[src/rtl/cpu_defines.svh]
`ifndef CPU_DEFINES_SVH
`define CPU_DEFINES_SVH

`define DATA_WIDTH 32
`define REG_ADDR_WIDTH 5

`define RESET_VECTOR 32'hBFC00000
// Fetching from here stops the core
`define HALT_ADDR 32'h00000000

`define LINK_REG 5'd31
`define V0_REG 5'd2

`endif

[src/rtl/cpuPkg.sv]
`include "cpu_defines.svh"

package cpuPkg;

    typedef enum logic [5:0] {
        OpR     = 6'h00,
        OpJ     = 6'h02,
        OpJal   = 6'h03,
        OpBeq   = 6'h04,
        OpBne   = 6'h05,
        OpAddiu = 6'h09,
        OpSlti  = 6'h0A,
        OpSltiu = 6'h0B,
        OpAndi  = 6'h0C,
        OpOri   = 6'h0D,
        OpXori  = 6'h0E,
        OpLui   = 6'h0F,
        OpLw    = 6'h23,
        OpSw    = 6'h2B
    } opcodeT;

    typedef enum logic [5:0] {
        FnSll  = 6'h00,
        FnSrl  = 6'h02,
        FnSra  = 6'h03,
        FnSllv = 6'h04,
        FnSrlv = 6'h06,
        FnSrav = 6'h07,
        FnJr   = 6'h08,
        FnJalr = 6'h09,
        FnAddu = 6'h21,
        FnSubu = 6'h23,
        FnAnd  = 6'h24,
        FnOr   = 6'h25,
        FnXor  = 6'h26,
        FnSlt  = 6'h2A,
        FnSltu = 6'h2B
    } funcT;

    typedef enum logic [2:0] {
        StFetch     = 3'd0,
        StDecode    = 3'd1,
        StExec      = 3'd2,
        StMem       = 3'd3,
        StWriteBack = 3'd4,
        StHalted    = 3'd7
    } stateT;

    typedef enum logic [3:0] {
        AluAnd, AluOr, AluAdd, AluSub, AluSlt, AluSltu, AluXor,
        AluSll, AluSrl, AluSra, AluSllv, AluSrlv, AluSrav, AluLui
    } aluOpT;

    // Selects ALU operand B
    typedef enum logic [1:0] {ImmNone, ImmZeroExt, ImmSignExt} immKindT;

    typedef enum logic [1:0] {DestRd, DestRt, DestLink} destSelT;

    typedef enum logic [2:0] {JumpNone, JumpBeq, JumpBne, JumpImm, JumpReg} jumpKindT;

    typedef struct packed {
        aluOpT    aluOp;
        immKindT  immKind;
        destSelT  destSel;
        jumpKindT jumpKind;
        logic     regWrite;
        logic     memRead;
        logic     memWrite;
        // Write-back data is PC+8
        logic     link;
    } ctrlT;

    typedef struct packed {
        logic [`DATA_WIDTH-1:0]   address;
        logic [`DATA_WIDTH-1:0]   writedata;
        logic [`DATA_WIDTH/8-1:0] byteenable;
        logic                     read;
        logic                     write;
    } busReqT;

endpackage

[src/rtl/instrDecode.sv]
`timescale 1ns/1ns
`include "cpu_defines.svh"

module instrDecode
    import cpuPkg::*;
(
    input  logic [`DATA_WIDTH-1:0] instr,
    output ctrlT                   ctrl
);

    opcodeT                    opcode;
    funcT                      func;
    logic [`REG_ADDR_WIDTH-1:0] rd;

    assign opcode = opcodeT'(instr[31:26]);
    assign func   = funcT'(instr[5:0]);
    assign rd     = instr[15:11];

    always_comb begin
        // Anything not matched below is a no-op
        ctrl = '{aluOp: AluAdd, immKind: ImmNone, destSel: DestRd, jumpKind: JumpNone,
                 regWrite: 1'b0, memRead: 1'b0, memWrite: 1'b0, link: 1'b0};
        case (opcode)
            OpR: begin
                ctrl.regWrite = 1'b1;
                case (func)
                    FnAddu: ctrl.aluOp = AluAdd;
                    FnSubu: ctrl.aluOp = AluSub;
                    FnAnd:  ctrl.aluOp = AluAnd;
                    FnOr:   ctrl.aluOp = AluOr;
                    FnXor:  ctrl.aluOp = AluXor;
                    FnSlt:  ctrl.aluOp = AluSlt;
                    FnSltu: ctrl.aluOp = AluSltu;
                    FnSll:  ctrl.aluOp = AluSll;
                    FnSrl:  ctrl.aluOp = AluSrl;
                    FnSra:  ctrl.aluOp = AluSra;
                    FnSllv: ctrl.aluOp = AluSllv;
                    FnSrlv: ctrl.aluOp = AluSrlv;
                    FnSrav: ctrl.aluOp = AluSrav;
                    FnJr: begin
                        ctrl.jumpKind = JumpReg;
                        ctrl.regWrite = 1'b0;
                    end
                    FnJalr: begin
                        ctrl.jumpKind = JumpReg;
                        ctrl.link     = 1'b1;
                        // rd of zero still links, into $ra
                        ctrl.destSel  = (rd == '0) ? DestLink : DestRd;
                    end
                    default: ctrl.regWrite = 1'b0;
                endcase
            end
            OpAddiu, OpSlti, OpSltiu, OpAndi, OpOri, OpXori, OpLui: begin
                ctrl.regWrite = 1'b1;
                ctrl.destSel  = DestRt;
                ctrl.immKind  = ImmSignExt;
                case (opcode)
                    OpSlti:  ctrl.aluOp = AluSlt;
                    OpSltiu: ctrl.aluOp = AluSltu;
                    OpAndi:  ctrl.aluOp = AluAnd;
                    OpOri:   ctrl.aluOp = AluOr;
                    OpXori:  ctrl.aluOp = AluXor;
                    OpLui:   ctrl.aluOp = AluLui;
                    default: ctrl.aluOp = AluAdd;
                endcase
                // Logical immediates are zero extended
                if (opcode inside {OpAndi, OpOri, OpXori, OpLui}) begin
                    ctrl.immKind = ImmZeroExt;
                end
            end
            OpLw: begin
                ctrl.immKind  = ImmSignExt;
                ctrl.destSel  = DestRt;
                ctrl.regWrite = 1'b1;
                ctrl.memRead  = 1'b1;
            end
            OpSw: begin
                ctrl.immKind  = ImmSignExt;
                ctrl.memWrite = 1'b1;
            end
            OpBeq: begin
                ctrl.aluOp    = AluSub;
                ctrl.jumpKind = JumpBeq;
            end
            OpBne: begin
                ctrl.aluOp    = AluSub;
                ctrl.jumpKind = JumpBne;
            end
            OpJ: ctrl.jumpKind = JumpImm;
            OpJal: begin
                ctrl.jumpKind = JumpImm;
                ctrl.destSel  = DestLink;
                ctrl.regWrite = 1'b1;
                ctrl.link     = 1'b1;
            end
            default: ;
        endcase
    end

endmodule

[src/rtl/alu.sv]
`timescale 1ns/1ns
`include "cpu_defines.svh"

module alu
    import cpuPkg::*;
(
    input  aluOpT                  op,
    input  logic [`DATA_WIDTH-1:0] a,
    input  logic [`DATA_WIDTH-1:0] b,
    input  logic [4:0]             shamt,
    output logic [`DATA_WIDTH-1:0] result,
    output logic                   zero
);

    localparam int HalfWidth = `DATA_WIDTH / 2;

    logic signedLess;
    logic unsignedLess;

    assign signedLess   = $signed(a) < $signed(b);
    assign unsignedLess = a < b;

    always_comb begin
        case (op)
            AluAnd:  result = a & b;
            AluOr:   result = a | b;
            AluXor:  result = a ^ b;
            AluAdd:  result = a + b;
            AluSub:  result = a - b;
            AluSlt:  result = {{(`DATA_WIDTH-1){1'b0}}, signedLess};
            AluSltu: result = {{(`DATA_WIDTH-1){1'b0}}, unsignedLess};
            // Shifts act on b, amount from shamt or a
            AluSll:  result = b << shamt;
            AluSrl:  result = b >> shamt;
            AluSra:  result = $signed(b) >>> shamt;
            AluSllv: result = b << a[4:0];
            AluSrlv: result = b >> a[4:0];
            AluSrav: result = $signed(b) >>> a[4:0];
            AluLui:  result = {b[HalfWidth-1:0], {HalfWidth{1'b0}}};
            default: result = '0;
        endcase
    end

    // Used by BEQ/BNE
    assign zero = (result == '0);

endmodule

[src/rtl/regFile.sv]
`timescale 1ns/1ns
`include "cpu_defines.svh"

module regFile (
    input  logic                       clk,
    input  logic                       rst,
    input  logic                       writeEn,
    input  logic [`REG_ADDR_WIDTH-1:0] wrAddr,
    input  logic [`DATA_WIDTH-1:0]     wrData,
    input  logic [`REG_ADDR_WIDTH-1:0] rdAddrA,
    input  logic [`REG_ADDR_WIDTH-1:0] rdAddrB,
    output logic [`DATA_WIDTH-1:0]     rdDataA,
    output logic [`DATA_WIDTH-1:0]     rdDataB,
    output logic [`DATA_WIDTH-1:0]     v0
);

    logic [`DATA_WIDTH-1:0] regs [2**`REG_ADDR_WIDTH];

    always_ff @(posedge clk) begin
        if (rst) begin
            for (int i = 0; i < 2**`REG_ADDR_WIDTH; i++) begin
                regs[i] <= '0;
            end
        end else if (writeEn) begin
            regs[wrAddr] <= wrData;
        end
    end

    // $zero is hardwired
    assign rdDataA = (rdAddrA == '0) ? '0 : regs[rdAddrA];
    assign rdDataB = (rdAddrB == '0) ? '0 : regs[rdAddrB];

    assign v0 = regs[`V0_REG];

endmodule

[src/rtl/cpuSequencer.sv]
`timescale 1ns/1ns
`include "cpu_defines.svh"

module cpuSequencer
    import cpuPkg::*;
(
    input  logic                       clk,
    input  logic                       rst,
    input  logic                       waitrequest,
    input  logic [`DATA_WIDTH-1:0]     readdata,
    input  ctrlT                       ctrl,
    input  logic [`DATA_WIDTH-1:0]     rsData,
    input  logic [`DATA_WIDTH-1:0]     rtData,
    input  logic [`DATA_WIDTH-1:0]     aluResult,
    input  logic                       aluZero,
    output logic [`DATA_WIDTH-1:0]     instr,
    output logic [`DATA_WIDTH-1:0]     aluB,
    output busReqT                     busReq,
    output logic                       regWrite,
    output logic [`REG_ADDR_WIDTH-1:0] regDest,
    output logic [`DATA_WIDTH-1:0]     regData,
    output logic                       active
);

    stateT                  state;
    logic [`DATA_WIDTH-1:0] pc;
    logic [`DATA_WIDTH-1:0] pcPlus4;
    logic [`DATA_WIDTH-1:0] pcPlus8;
    logic [`DATA_WIDTH-1:0] aluOut;
    logic [`DATA_WIDTH-1:0] immSext;
    logic [`DATA_WIDTH-1:0] branchTarget;
    // 1 = taken, 2 = delay slot in flight
    logic [1:0]             branchCnt;
    logic                   branchTaken;
    logic                   rdReq;
    logic                   wrReq;

    assign pcPlus4 = pc + 4;
    assign pcPlus8 = pc + 8;
    assign immSext = {{(`DATA_WIDTH-16){instr[15]}}, instr[15:0]};

    always_comb begin
        case (ctrl.immKind)
            ImmZeroExt: aluB = {{(`DATA_WIDTH-16){1'b0}}, instr[15:0]};
            ImmSignExt: aluB = immSext;
            default:    aluB = rtData;
        endcase
    end

    // ALU inputs are unchanged in Mem, so zero is still valid there
    assign branchTaken = (ctrl.jumpKind == JumpBeq && aluZero)
                      || (ctrl.jumpKind == JumpBne && !aluZero);

    assign rdReq = (state == StFetch && pc != `HALT_ADDR) || (state == StMem && ctrl.memRead);
    assign wrReq = state == StMem && ctrl.memWrite;

    assign busReq.address    = (state == StFetch) ? pc : aluOut;
    assign busReq.writedata  = rtData;
    assign busReq.byteenable = (rdReq || wrReq) ? '1 : '0;
    assign busReq.read       = rdReq;
    assign busReq.write      = wrReq;

    always_comb begin
        case (ctrl.destSel)
            DestRt:   regDest = instr[20:16];
            DestLink: regDest = `LINK_REG;
            default:  regDest = instr[15:11];
        endcase
    end

    assign regWrite = state == StWriteBack && ctrl.regWrite && regDest != '0;
    assign regData  = ctrl.memRead ? readdata : (ctrl.link ? pcPlus8 : aluOut);

    always_ff @(posedge clk) begin
        if (rst) begin
            state     <= StFetch;
            pc        <= `RESET_VECTOR;
            active    <= 1'b1;
            branchCnt <= 2'd0;
        end else begin
            case (state)
                StFetch: begin
                    if (pc == `HALT_ADDR) begin
                        state  <= StHalted;
                        active <= 1'b0;
                    end else if (!waitrequest) begin
                        state <= StDecode;
                    end
                end
                StDecode: begin
                    instr <= readdata;
                    state <= StExec;
                end
                StExec: begin
                    aluOut <= aluResult;
                    if (ctrl.jumpKind == JumpImm) begin
                        branchCnt    <= 2'd1;
                        branchTarget <= {pcPlus4[31:28], instr[25:0], 2'b00};
                    end else if (ctrl.jumpKind == JumpReg) begin
                        branchCnt    <= 2'd1;
                        branchTarget <= rsData;
                    end
                    state <= StMem;
                end
                StMem: begin
                    if (branchTaken) begin
                        branchCnt    <= 2'd1;
                        branchTarget <= pcPlus4 + {immSext[`DATA_WIDTH-3:0], 2'b00};
                    end
                    if (!((ctrl.memRead || ctrl.memWrite) && waitrequest)) begin
                        state <= StWriteBack;
                    end
                end
                StWriteBack: begin
                    // Target is taken after the delay slot retires
                    if (branchCnt == 2'd1) begin
                        branchCnt <= 2'd2;
                        pc        <= pcPlus4;
                    end else if (branchCnt == 2'd2) begin
                        branchCnt <= 2'd0;
                        pc        <= branchTarget;
                    end else begin
                        pc <= pcPlus4;
                    end
                    state <= StFetch;
                end
                default: state <= StHalted;
            endcase
        end
    end

endmodule

[src/rtl/mipsCpuBus.sv]
`timescale 1ns/1ns
`include "cpu_defines.svh"

module mipsCpuBus
    import cpuPkg::*;
(
    input  logic                     clk,
    input  logic                     rst,

    output logic                     active,
    output logic [`DATA_WIDTH-1:0]   register_v0,

    // Avalon-MM master
    output logic [`DATA_WIDTH-1:0]   address,
    output logic                     write,
    output logic                     read,
    input  logic                     waitrequest,
    output logic [`DATA_WIDTH-1:0]   writedata,
    output logic [`DATA_WIDTH/8-1:0] byteenable,
    input  logic [`DATA_WIDTH-1:0]   readdata
);

    logic [`DATA_WIDTH-1:0]     instr;
    ctrlT                       ctrl;
    logic [`DATA_WIDTH-1:0]     aluB;
    logic [`DATA_WIDTH-1:0]     aluResult;
    logic                       aluZero;
    logic [`DATA_WIDTH-1:0]     rsData;
    logic [`DATA_WIDTH-1:0]     rtData;
    busReqT                     busReq;
    logic                       regWrite;
    logic [`REG_ADDR_WIDTH-1:0] regDest;
    logic [`DATA_WIDTH-1:0]     regData;

    assign address    = busReq.address;
    assign writedata  = busReq.writedata;
    assign byteenable = busReq.byteenable;
    assign read       = busReq.read;
    assign write      = busReq.write;

    cpuSequencer seqInst (
        .clk(clk), .rst(rst), .waitrequest(waitrequest), .readdata(readdata),
        .ctrl(ctrl), .rsData(rsData), .rtData(rtData),
        .aluResult(aluResult), .aluZero(aluZero),
        .instr(instr), .aluB(aluB), .busReq(busReq),
        .regWrite(regWrite), .regDest(regDest), .regData(regData),
        .active(active)
    );

    instrDecode decodeInst (
        .instr(instr), .ctrl(ctrl)
    );

    alu aluInst (
        .op(ctrl.aluOp), .a(rsData), .b(aluB), .shamt(instr[10:6]),
        .result(aluResult), .zero(aluZero)
    );

    // Read ports follow rs and rt of the held instruction
    regFile regInst (
        .clk(clk), .rst(rst),
        .writeEn(regWrite), .wrAddr(regDest), .wrData(regData),
        .rdAddrA(instr[25:21]), .rdAddrB(instr[20:16]),
        .rdDataA(rsData), .rdDataB(rtData),
        .v0(register_v0)
    );

endmodule

[config.mk]
export PLATFORM = sky130hd
export DESIGN_NAME = mipsCpuBus
export DESIGN_NICKNAME = d
export VERILOG_FILES = /design/src/rtl/cpuPkg.sv /design/src/rtl/instrDecode.sv /design/src/rtl/alu.sv /design/src/rtl/regFile.sv /design/src/rtl/cpuSequencer.sv /design/src/rtl/mipsCpuBus.sv
export VERILOG_INCLUDE_DIRS = /design/src /design/src/rtl
export SDC_FILE = /design/constraint.sdc
export NUM_CORES = 2
export LEC_CHECK = 0
export BUFFER_PORTS_ARGS = -buffer_cell sky130_fd_sc_hd__buf_4
export CORE_MARGIN = 2
export CORE_UTILIZATION = 45
export CTS_CLUSTER_SIZE = 12
export DETAILED_ROUTE_END_ITERATION = 10
export MAX_ROUTING_LAYER = met4
export PLACE_DENSITY = 0.71
export SYNTH_ARGS = -nofsm -noshare
export SYNTH_HDL_FRONTEND = slang
export SYNTH_HIERARCHICAL = 1
export SYNTH_SLANG_ARGS = --single-unit
[constraint.sdc]
create_clock -name clk -period 9.94 [get_ports clk]
set_input_delay 0.994 -clock clk [delete_from_list [all_inputs] [get_ports clk]]
set_output_delay 0.994 -clock clk [all_outputs]
set_load 0.05 [all_outputs]
# --- Word-level counts from Yosys, hierarchy flattened ---
# Memory sizes are Yosys's and may differ from the RTL's. A register that Yosys moved wholly into a read port is not among the register bits.
# Cells that the tools add are included.
totals:
  register_bits: 134
  mem_bits_rw: 1024
  in_bits: 35
  elab_cells: 177
  mem_count: 1
mem_list:
  columns: ["memory", "words", "word_bits", "read_ports", "rd_clocked_by_memory_dff", "write_ports", "line", "text"]
  rows:
  - ["regInst.regs", 32, 32, 3, 2, 32, "regFile.sv:17", "logic [`DATA_WIDTH-1:0] regs [2**`REG_ADDR_WIDTH];"]
op_classes:
  n_addsub: 5
  order_cmp: 2
  eq_ne: 59
  n_shift: 6
  n_mux: 51
  bitwise_logic: 4
  n_reduce_logical: 42
op_table:
  columns: ["operator", "count"]
  rows:
  - ["case mux 32 bit (14 select lines)", 1]
  - ["2-to-1 mux 32 bit", 11]
  - ["case mux 32 bit (2 select lines)", 2]
  - ["adder 32 bit", 2]
  - ["logical NOT 32 bit", 2]
  - ["less-than comparator 32 bit", 2]
  - ["left shift 32 x 5 -> 32 bit", 2]
  - [">> shifter 32 x 5 -> 32 bit", 2]
  - [">>> shifter 32 x 5 -> 32 bit", 2]
  - ["== test 6 x 4 -> 1 bit (second input constant)", 9]
  - ["== test 6 bit (second input constant)", 9]
  - ["case mux 4 bit (12 select lines)", 1]
  - ["adder 32 x 3 -> 32 bit (second input constant)", 1]
  - ["adder 32 x 4 -> 32 bit (second input constant)", 1]
  - ["bitwise AND 32 bit", 1]
  - ["bitwise OR 32 bit", 1]
  - ["nonzero test 32 bit", 1]
  - ["OR reduction 32 bit", 1]
  - ["subtractor 32 bit", 1]
  - ["XOR 32 bit", 1]
  - ["== test 6 x 3 -> 1 bit (second input constant)", 5]
  - ["== test 4 bit (second input constant)", 6]
  - ["== test 6 x 2 -> 1 bit (second input constant)", 4]
  - ["case mux 4 bit (6 select lines)", 1]
  - ["43 further kinds", 100]

# --- Longest topological paths before layout ---
logic_depth:
  ltp_word: 14
  ltp_mapped: 35
  depth_no_buf: 32

# --- By module ---
# Netlist, hierarchy kept.
modules_own_cells:
  columns: ["module", "instances", "cells_each", "area_each_um2", "seq_area_each_um2"]
  rows:
  - ["regFile", 1, 3541, 54383.4, 30749.5]
  - ["alu", 1, 1789, 11815.1, 0.0]
  - ["cpuSequencer", 1, 1184, 9994.6, 3643.5]
  - ["instrDecode", 1, 88, 523.0, 0.0]

# --- Least setup slack after synthesis ---
# OpenSTA, ideal clock, no wires.
synth_timing:
  kind: "register to register"
  from: "register seqInst.instr[29]"
  to: "register seqInst.branchTarget[0] (enable)"
  setup_time_ps: 461
  t_arrival_ps: 8868
  required_time_ps: 9479
  path_slack_ps: 611
  stages_incl_launch_ff: 32
  n_path_buf: 4
  synth_period_minus_slack_ps: 9329
  cell_sequence: "edfxtp_1 > and2b_1 > a21o_1 > a22oi_1 > nor3_1 > ha_1 > clkbuf_1 > nor2_1 > clkbuf_1 > a22o_1 > clkbuf_1 > inv_1 > ha_1 > clkbuf_1 > or4_1 > nor3_1 > and2_1 > nand2_1 > and2_1 > o31a_1 > a211oi_1 > nor2b_1 > or4_1 > or4b_1 > or4_1 > nor2_1 > nand2_1 > nor2_1 > a21oi_1 > nor2_1 > nor2_1 > nor3_1"
synth_lines:
  columns: ["item", "line", "text"]
  rows:
  - ["start, declared", "cpuSequencer.sv:16", "output logic [`DATA_WIDTH-1:0] instr,"]
  - ["start signal, assigned", "cpuSequencer.sv:91", "instr <= readdata;"]
  - ["end signal, assigned", "cpuSequencer.sv:98", "branchTarget <= {pcPlus4[31:28], instr[25:0], 2'b00};"]
  - ["end signal, assigned", "cpuSequencer.sv:101", "branchTarget <= rsData;"]
  - ["end signal, assigned", "cpuSequencer.sv:108", "branchTarget <= pcPlus4 + {immSext[`DATA_WIDTH-3:0], 2'b00};"]
  - ["end, declared", "cpuSequencer.sv:31", "logic [`DATA_WIDTH-1:0] branchTarget;"]

# --- Worst setup path after layout ---
layout_timing:
  from: "register seqInst.instr[19]"
  to: "register seqInst.branchTarget[11] (enable)"
layout_via:
  elab_chain_cells: 11
  elab_cells_between_ends: 24
  cone_classes: "2 x add/sub; 2 x order compare; 1 x eq/ne; 6 x shift; 3 x mux; 3 x bitwise; 7 x reduce/logical"
layout_rtl:
  columns: ["item", "line", "text"]
  rows:
  - ["logical NOT 5 bit *", "regFile.sv:31", "assign rdDataB = (rdAddrB == '0) ? '0 : regs[rdAddrB];"]
  - ["2-to-1 mux 32 bit *", "regFile.sv:31", null]
  - ["case mux 32 bit (2 select lines) *", "cpuSequencer.sv:43", "case (ctrl.immKind)"]
  - ["named net aluB[1]", "mipsCpuBus.sv:25", "logic [`DATA_WIDTH-1:0] aluB;"]
  - ["subtractor 32 bit (tied with other cells)", "alu.sv:29", "AluSub: result = a - b;"]
  - ["case mux 32 bit (14 select lines) *", "alu.sv:24", "case (op)"]
  - ["named net aluResult[9]", "mipsCpuBus.sv:26", "logic [`DATA_WIDTH-1:0] aluResult;"]
  - ["logical NOT 32 bit *", "alu.sv:45", "assign zero = (result == '0);"]
  - ["named net aluZero", "mipsCpuBus.sv:27", "logic aluZero;"]
  - ["logical NOT 1 bit", "cpuSequencer.sv:52", "|| (ctrl.jumpKind == JumpBne && !aluZero);"]
  - ["logical AND 1 bit", "cpuSequencer.sv:52", null]
  - ["logical OR 1 bit *", "cpuSequencer.sv:52", null]
  - ["inequality test 2 x 1 -> 1 bit (no line) *", null, null]
  - ["AND reduction 4 bit (no line) *", null, null]
# The timed path passes the listed nets; every way through them passes the cells marked *.
# A chain may end at the register's enable or synchronous reset.

==> impl_summary.md <==
Drt
The final antenna-violating net count is 0. After detailed routing, the average wire length per cell comes to roughly 38 um. In the routed design, unresolved DRC markers number 0. Wire segments on met3 add up to between 40 and 50 mm in the final route. For this block, wires on met1 add up to between 100 and 150 mm. After detailed routing, the number of vias per cell comes to 7.00. Before antenna repair, the detailed router went through 6 iterations.

The final wirelength is roughly 340 mm. Wire segments on met2 add up to 151 mm in the final route. The highest layer touched by signal routing is met4. The count of vias placed by the detailed router is 62.7k. The DRC violation total after the first TritonRoute iteration is 10.9k.

Floorplanning
138 I/O pins were placed. The die covers 174000 um^2. The die is 417 um wide.

The initial utilization of the core area, before any placement, comes to 45.3%. The site row count is 151. The area of the core is approximately 170000 um^2. The die extent in y is 417 um.

Clock network
Clock-pin slew was measured on the worst setup and hold paths at about 70 ps. The level count of the clock H-tree is 3. TritonCTS built the clock tree.

The clock latency of the later-clocked register in the worst-skew pair is between 800 and 900 ps. The total clock sinks is roughly 1.2k. The number of buffers on the longest clock path is 3. The buffer cell driving the clock tree root is sky130_fd_sc_hd__clkbuf_16. The TritonCTS buffer count is 120.

Pwr
The total power is 0.0139 W. Power spread over the standard cell area amounts to 162 nW/um^2. IR analysis of the VDD net gives a maximum drop of 163 uV. In this run the static leakage power is 31.7 nW.

Final layout
The count of non-filler cells in the finished layout is 8949. The net count of the finished layout is about 6.8k. The number of filler cells placed in the layout is 14.6k. The area growth from synthesis to layout is 11.3%. The share of cells above drive strength 1 is 22.1%.

Critical path
The number of gates on the worst path with buffers counted is 27. Counting both buffers and inverters, the worst setup path holds a total of 4. At the worst endpoint, the arrival time is 10000 ps. The required arrival time at the worst endpoint is approximately 10000 ps. The most frequent cell on the critical path is sky130_fd_sc_hd__nor2_1. The critical path startpoint category is a flop. The nature of the critical path endpoint is a flop. For the worst flop-to-flop path, the logic depth is 27. The largest delay contributor family on the critical path is simple AND/OR/NAND/NOR gates. The critical path is of the flop to flop type. The critical-path cell with the highest stage delay is sky130_fd_sc_hd__edfxtp_1. The peak fanout along the critical path is 32.

On the worst path, the slowest cell contributes a delay of 890 ps.

Placed design
After legalization and detailed placement, the total HPWL measured 241 mm. The number of buffer cells added on primary ports is 137. At the end of routability-driven placement, the weighted congestion stood at 1.09.

The count of placed standard cells including taps is 8707.

Run status
The flow ran to the end, but the final reports show violations. The checks that failed: capacitance limit, slew limit.

Global route
The initial antenna violation count was 25. Entering global routing, the biggest net connects slightly below 70 pins. The wire length of the first global-routing pass is around 470 mm. The total global routing track utilization is 39.5%. After global routing the overflow that remains totals 0. The number of global-route vias before repair was a little under 60k.

Yosys
Synthesis inferred 1158 register bits. The share of synthesized flip-flops with an asynchronous set or reset is 0%. Counting every instance in the synthesized netlist gives 6602. The average footprint of a synthesized cell is 11.6 um^2. Yosys mapped a number of flops with a built-in enable equal to between 1k and 1.5k. The netlist uses 109 different library cells. The primary flip-flop cell chosen by synthesis mapping is sky130_fd_sc_hd__edfxtp_1. The Yosys step of the flow raised 6 warnings.

The portion of the post-synthesis area used by sequential elements is 44.8%. The net count of the mapped netlist is 6780. The mapped netlist covers ~77000 um^2.

Timing
The maximum achievable frequency is 104 MHz. The final-report hold violation count is 0. Setup repair after global routing left no endpoint under its margin. At the pin with the least slew margin, the transition time is 1520 ps. Headroom to the max-slew limit came out at -2.12%.

The routed design could run at a clock period as short as 9600 ps. The final number of setup-violating endpoints is 0. The post-route clock period utilization is 96.6%.

In the final timing run, aggregate negative setup slack is 0 ps. The clock skew after layout is 112 ps. The number of pins with negative max-slew slack in the final report came to 3.

Job
The number of maximum-capacitance violations is 2.

Hold path
The path class of the tightest hold or removal check is input pin to flop. The cell depth of the worst hold path is 1.
-- flip-flops by register name, indices dropped and copies added (netlist names) --
name and cells:
regInst/regs 1024, seqInst/aluOut 32, seqInst/branchTarget 32, seqInst/instr 32, seqInst/pc 32, seqInst/state 3
seqInst/branchCnt 2, seqInst/active 1
-- cells by family (layout without fill, tap and decap cells) --
group / after synthesis / count (layout) / synth area share, %
buf+inv: 806 / 906 / 4.76
other cells: 0 / 29 / 0
xor+xnor: 93 / 93 / 1.09
fa+ha+maj: 143 / 143 / 2.36
mux: 932 / 932 / 20.1
flops: 1158 / 1158 / 44.8
compound gates: 1200 / 1200 / 10.7
simple gates: 2270 / 2270 / 16.2
-- where the power goes --
part / switching [W] / leakage (nW) / internal [W]
sequential: 0.000128 / 11.7 / 0.00554
clock: 0.00201 / 1.79 / 0.00236
combinational: 0.00260 / 18.2 / 0.00123
total: 0.00473 / 31.7 / 0.00913
-- synth_stat cells, drive strengths merged, types with 79 or more instances --
cell,n,area [um^2]
a21oi,233,1170
mux2,84,965
nor3,113,591
o21ai,204,1020
buf,237,1520
a22oi,79,593
mux4,471,10600
nand2,432,1630
nor2,291,1100
inv,116,435
ha,140,1750
mux2i,377,3830
a22o,79,692
edfxtp,1120,33600
nand3,79,395
o22ai,134,838
clkbuf,453,1700
and2,1038,6490
-- final timing paths --
| kind | start | to | slack, ps |
|---|---|---|---|
| worst max-delay path | seqInst/instr[19] | seqInst/branchTarget[11] | 340 |
| worst max register to register | seqInst/instr[19] | seqInst/branchTarget[11] | 340 |
| worst min register to register | seqInst/active | seqInst/active | 470 |
| worst min-delay path | readdata[15] | seqInst/instr[15] | 420 |
-- metal layers --
metal / global-route usage (%) / vias to the layer above
met5: - / -
met4: 23.9 / 0
met2: 58.7 / 5296
met3: 10.3 / 1099
met1: 48.6 / 31236
li1: - / 25034
-- through the flow --
stage	hold WS (ps)	setup WS (ps)	instance area, um^2	util, %
detailed placement	464	683	81600	48.2
CTS	392	584	85300	50.4
global placement	448	508	81600	48.2
global route	405	52.5	85300	50.4
floorplan	484	611	76700	-
finish	422	342	85400	50.4
-- final cells by class --
cell class              instances  area [um^2]  share of cell area, %
diodes                         29         72.6                 0.0850
clock buffers                 156         3200                   3.75
clock inverters                57          505                  0.592
inverters                     116          435                  0.510
multi-input cells            4638        39300                   46.1
flip-flops and latches       1158        34400                   40.3
well taps                    2218         2780                   3.25
repair buffers                577         4660                   5.46
-- layout by cell type, fill, tap and decap left out, types with 54 or more instances in the layout --
cell type                   netlist  layout
sky130_fd_sc_hd__edfxtp_1      1120    1120
sky130_fd_sc_hd__and2_1        1037    1036
sky130_fd_sc_hd__buf_4           80     550
sky130_fd_sc_hd__mux4_2         471     471
sky130_fd_sc_hd__nand2_1        430     429
sky130_fd_sc_hd__mux2i_1        370     366
sky130_fd_sc_hd__nor2_1         287     252
sky130_fd_sc_hd__a21oi_1        233     232
sky130_fd_sc_hd__o21ai_0        190     161
sky130_fd_sc_hd__ha_1           140     140
sky130_fd_sc_hd__o22ai_1        134     134
sky130_fd_sc_hd__clkbuf_16        0     122
sky130_fd_sc_hd__inv_1          116     116
sky130_fd_sc_hd__nor3_1         108      86
sky130_fd_sc_hd__a22oi_1         79      79
sky130_fd_sc_hd__a22o_1          79      79
sky130_fd_sc_hd__nand3_1         79      79
sky130_fd_sc_hd__mux2_2          75      75
sky130_fd_sc_hd__a2111oi_0       67      54
-- what timing repair did --
action | 4_1_cts | 5_1_grt
hold buffers | 0 | 0
gates resized for setup | 0 | 1
setup endpoints to repair | 0 | 32
setup buffers | 0 | 0
(Power assumes the default switching activity.)
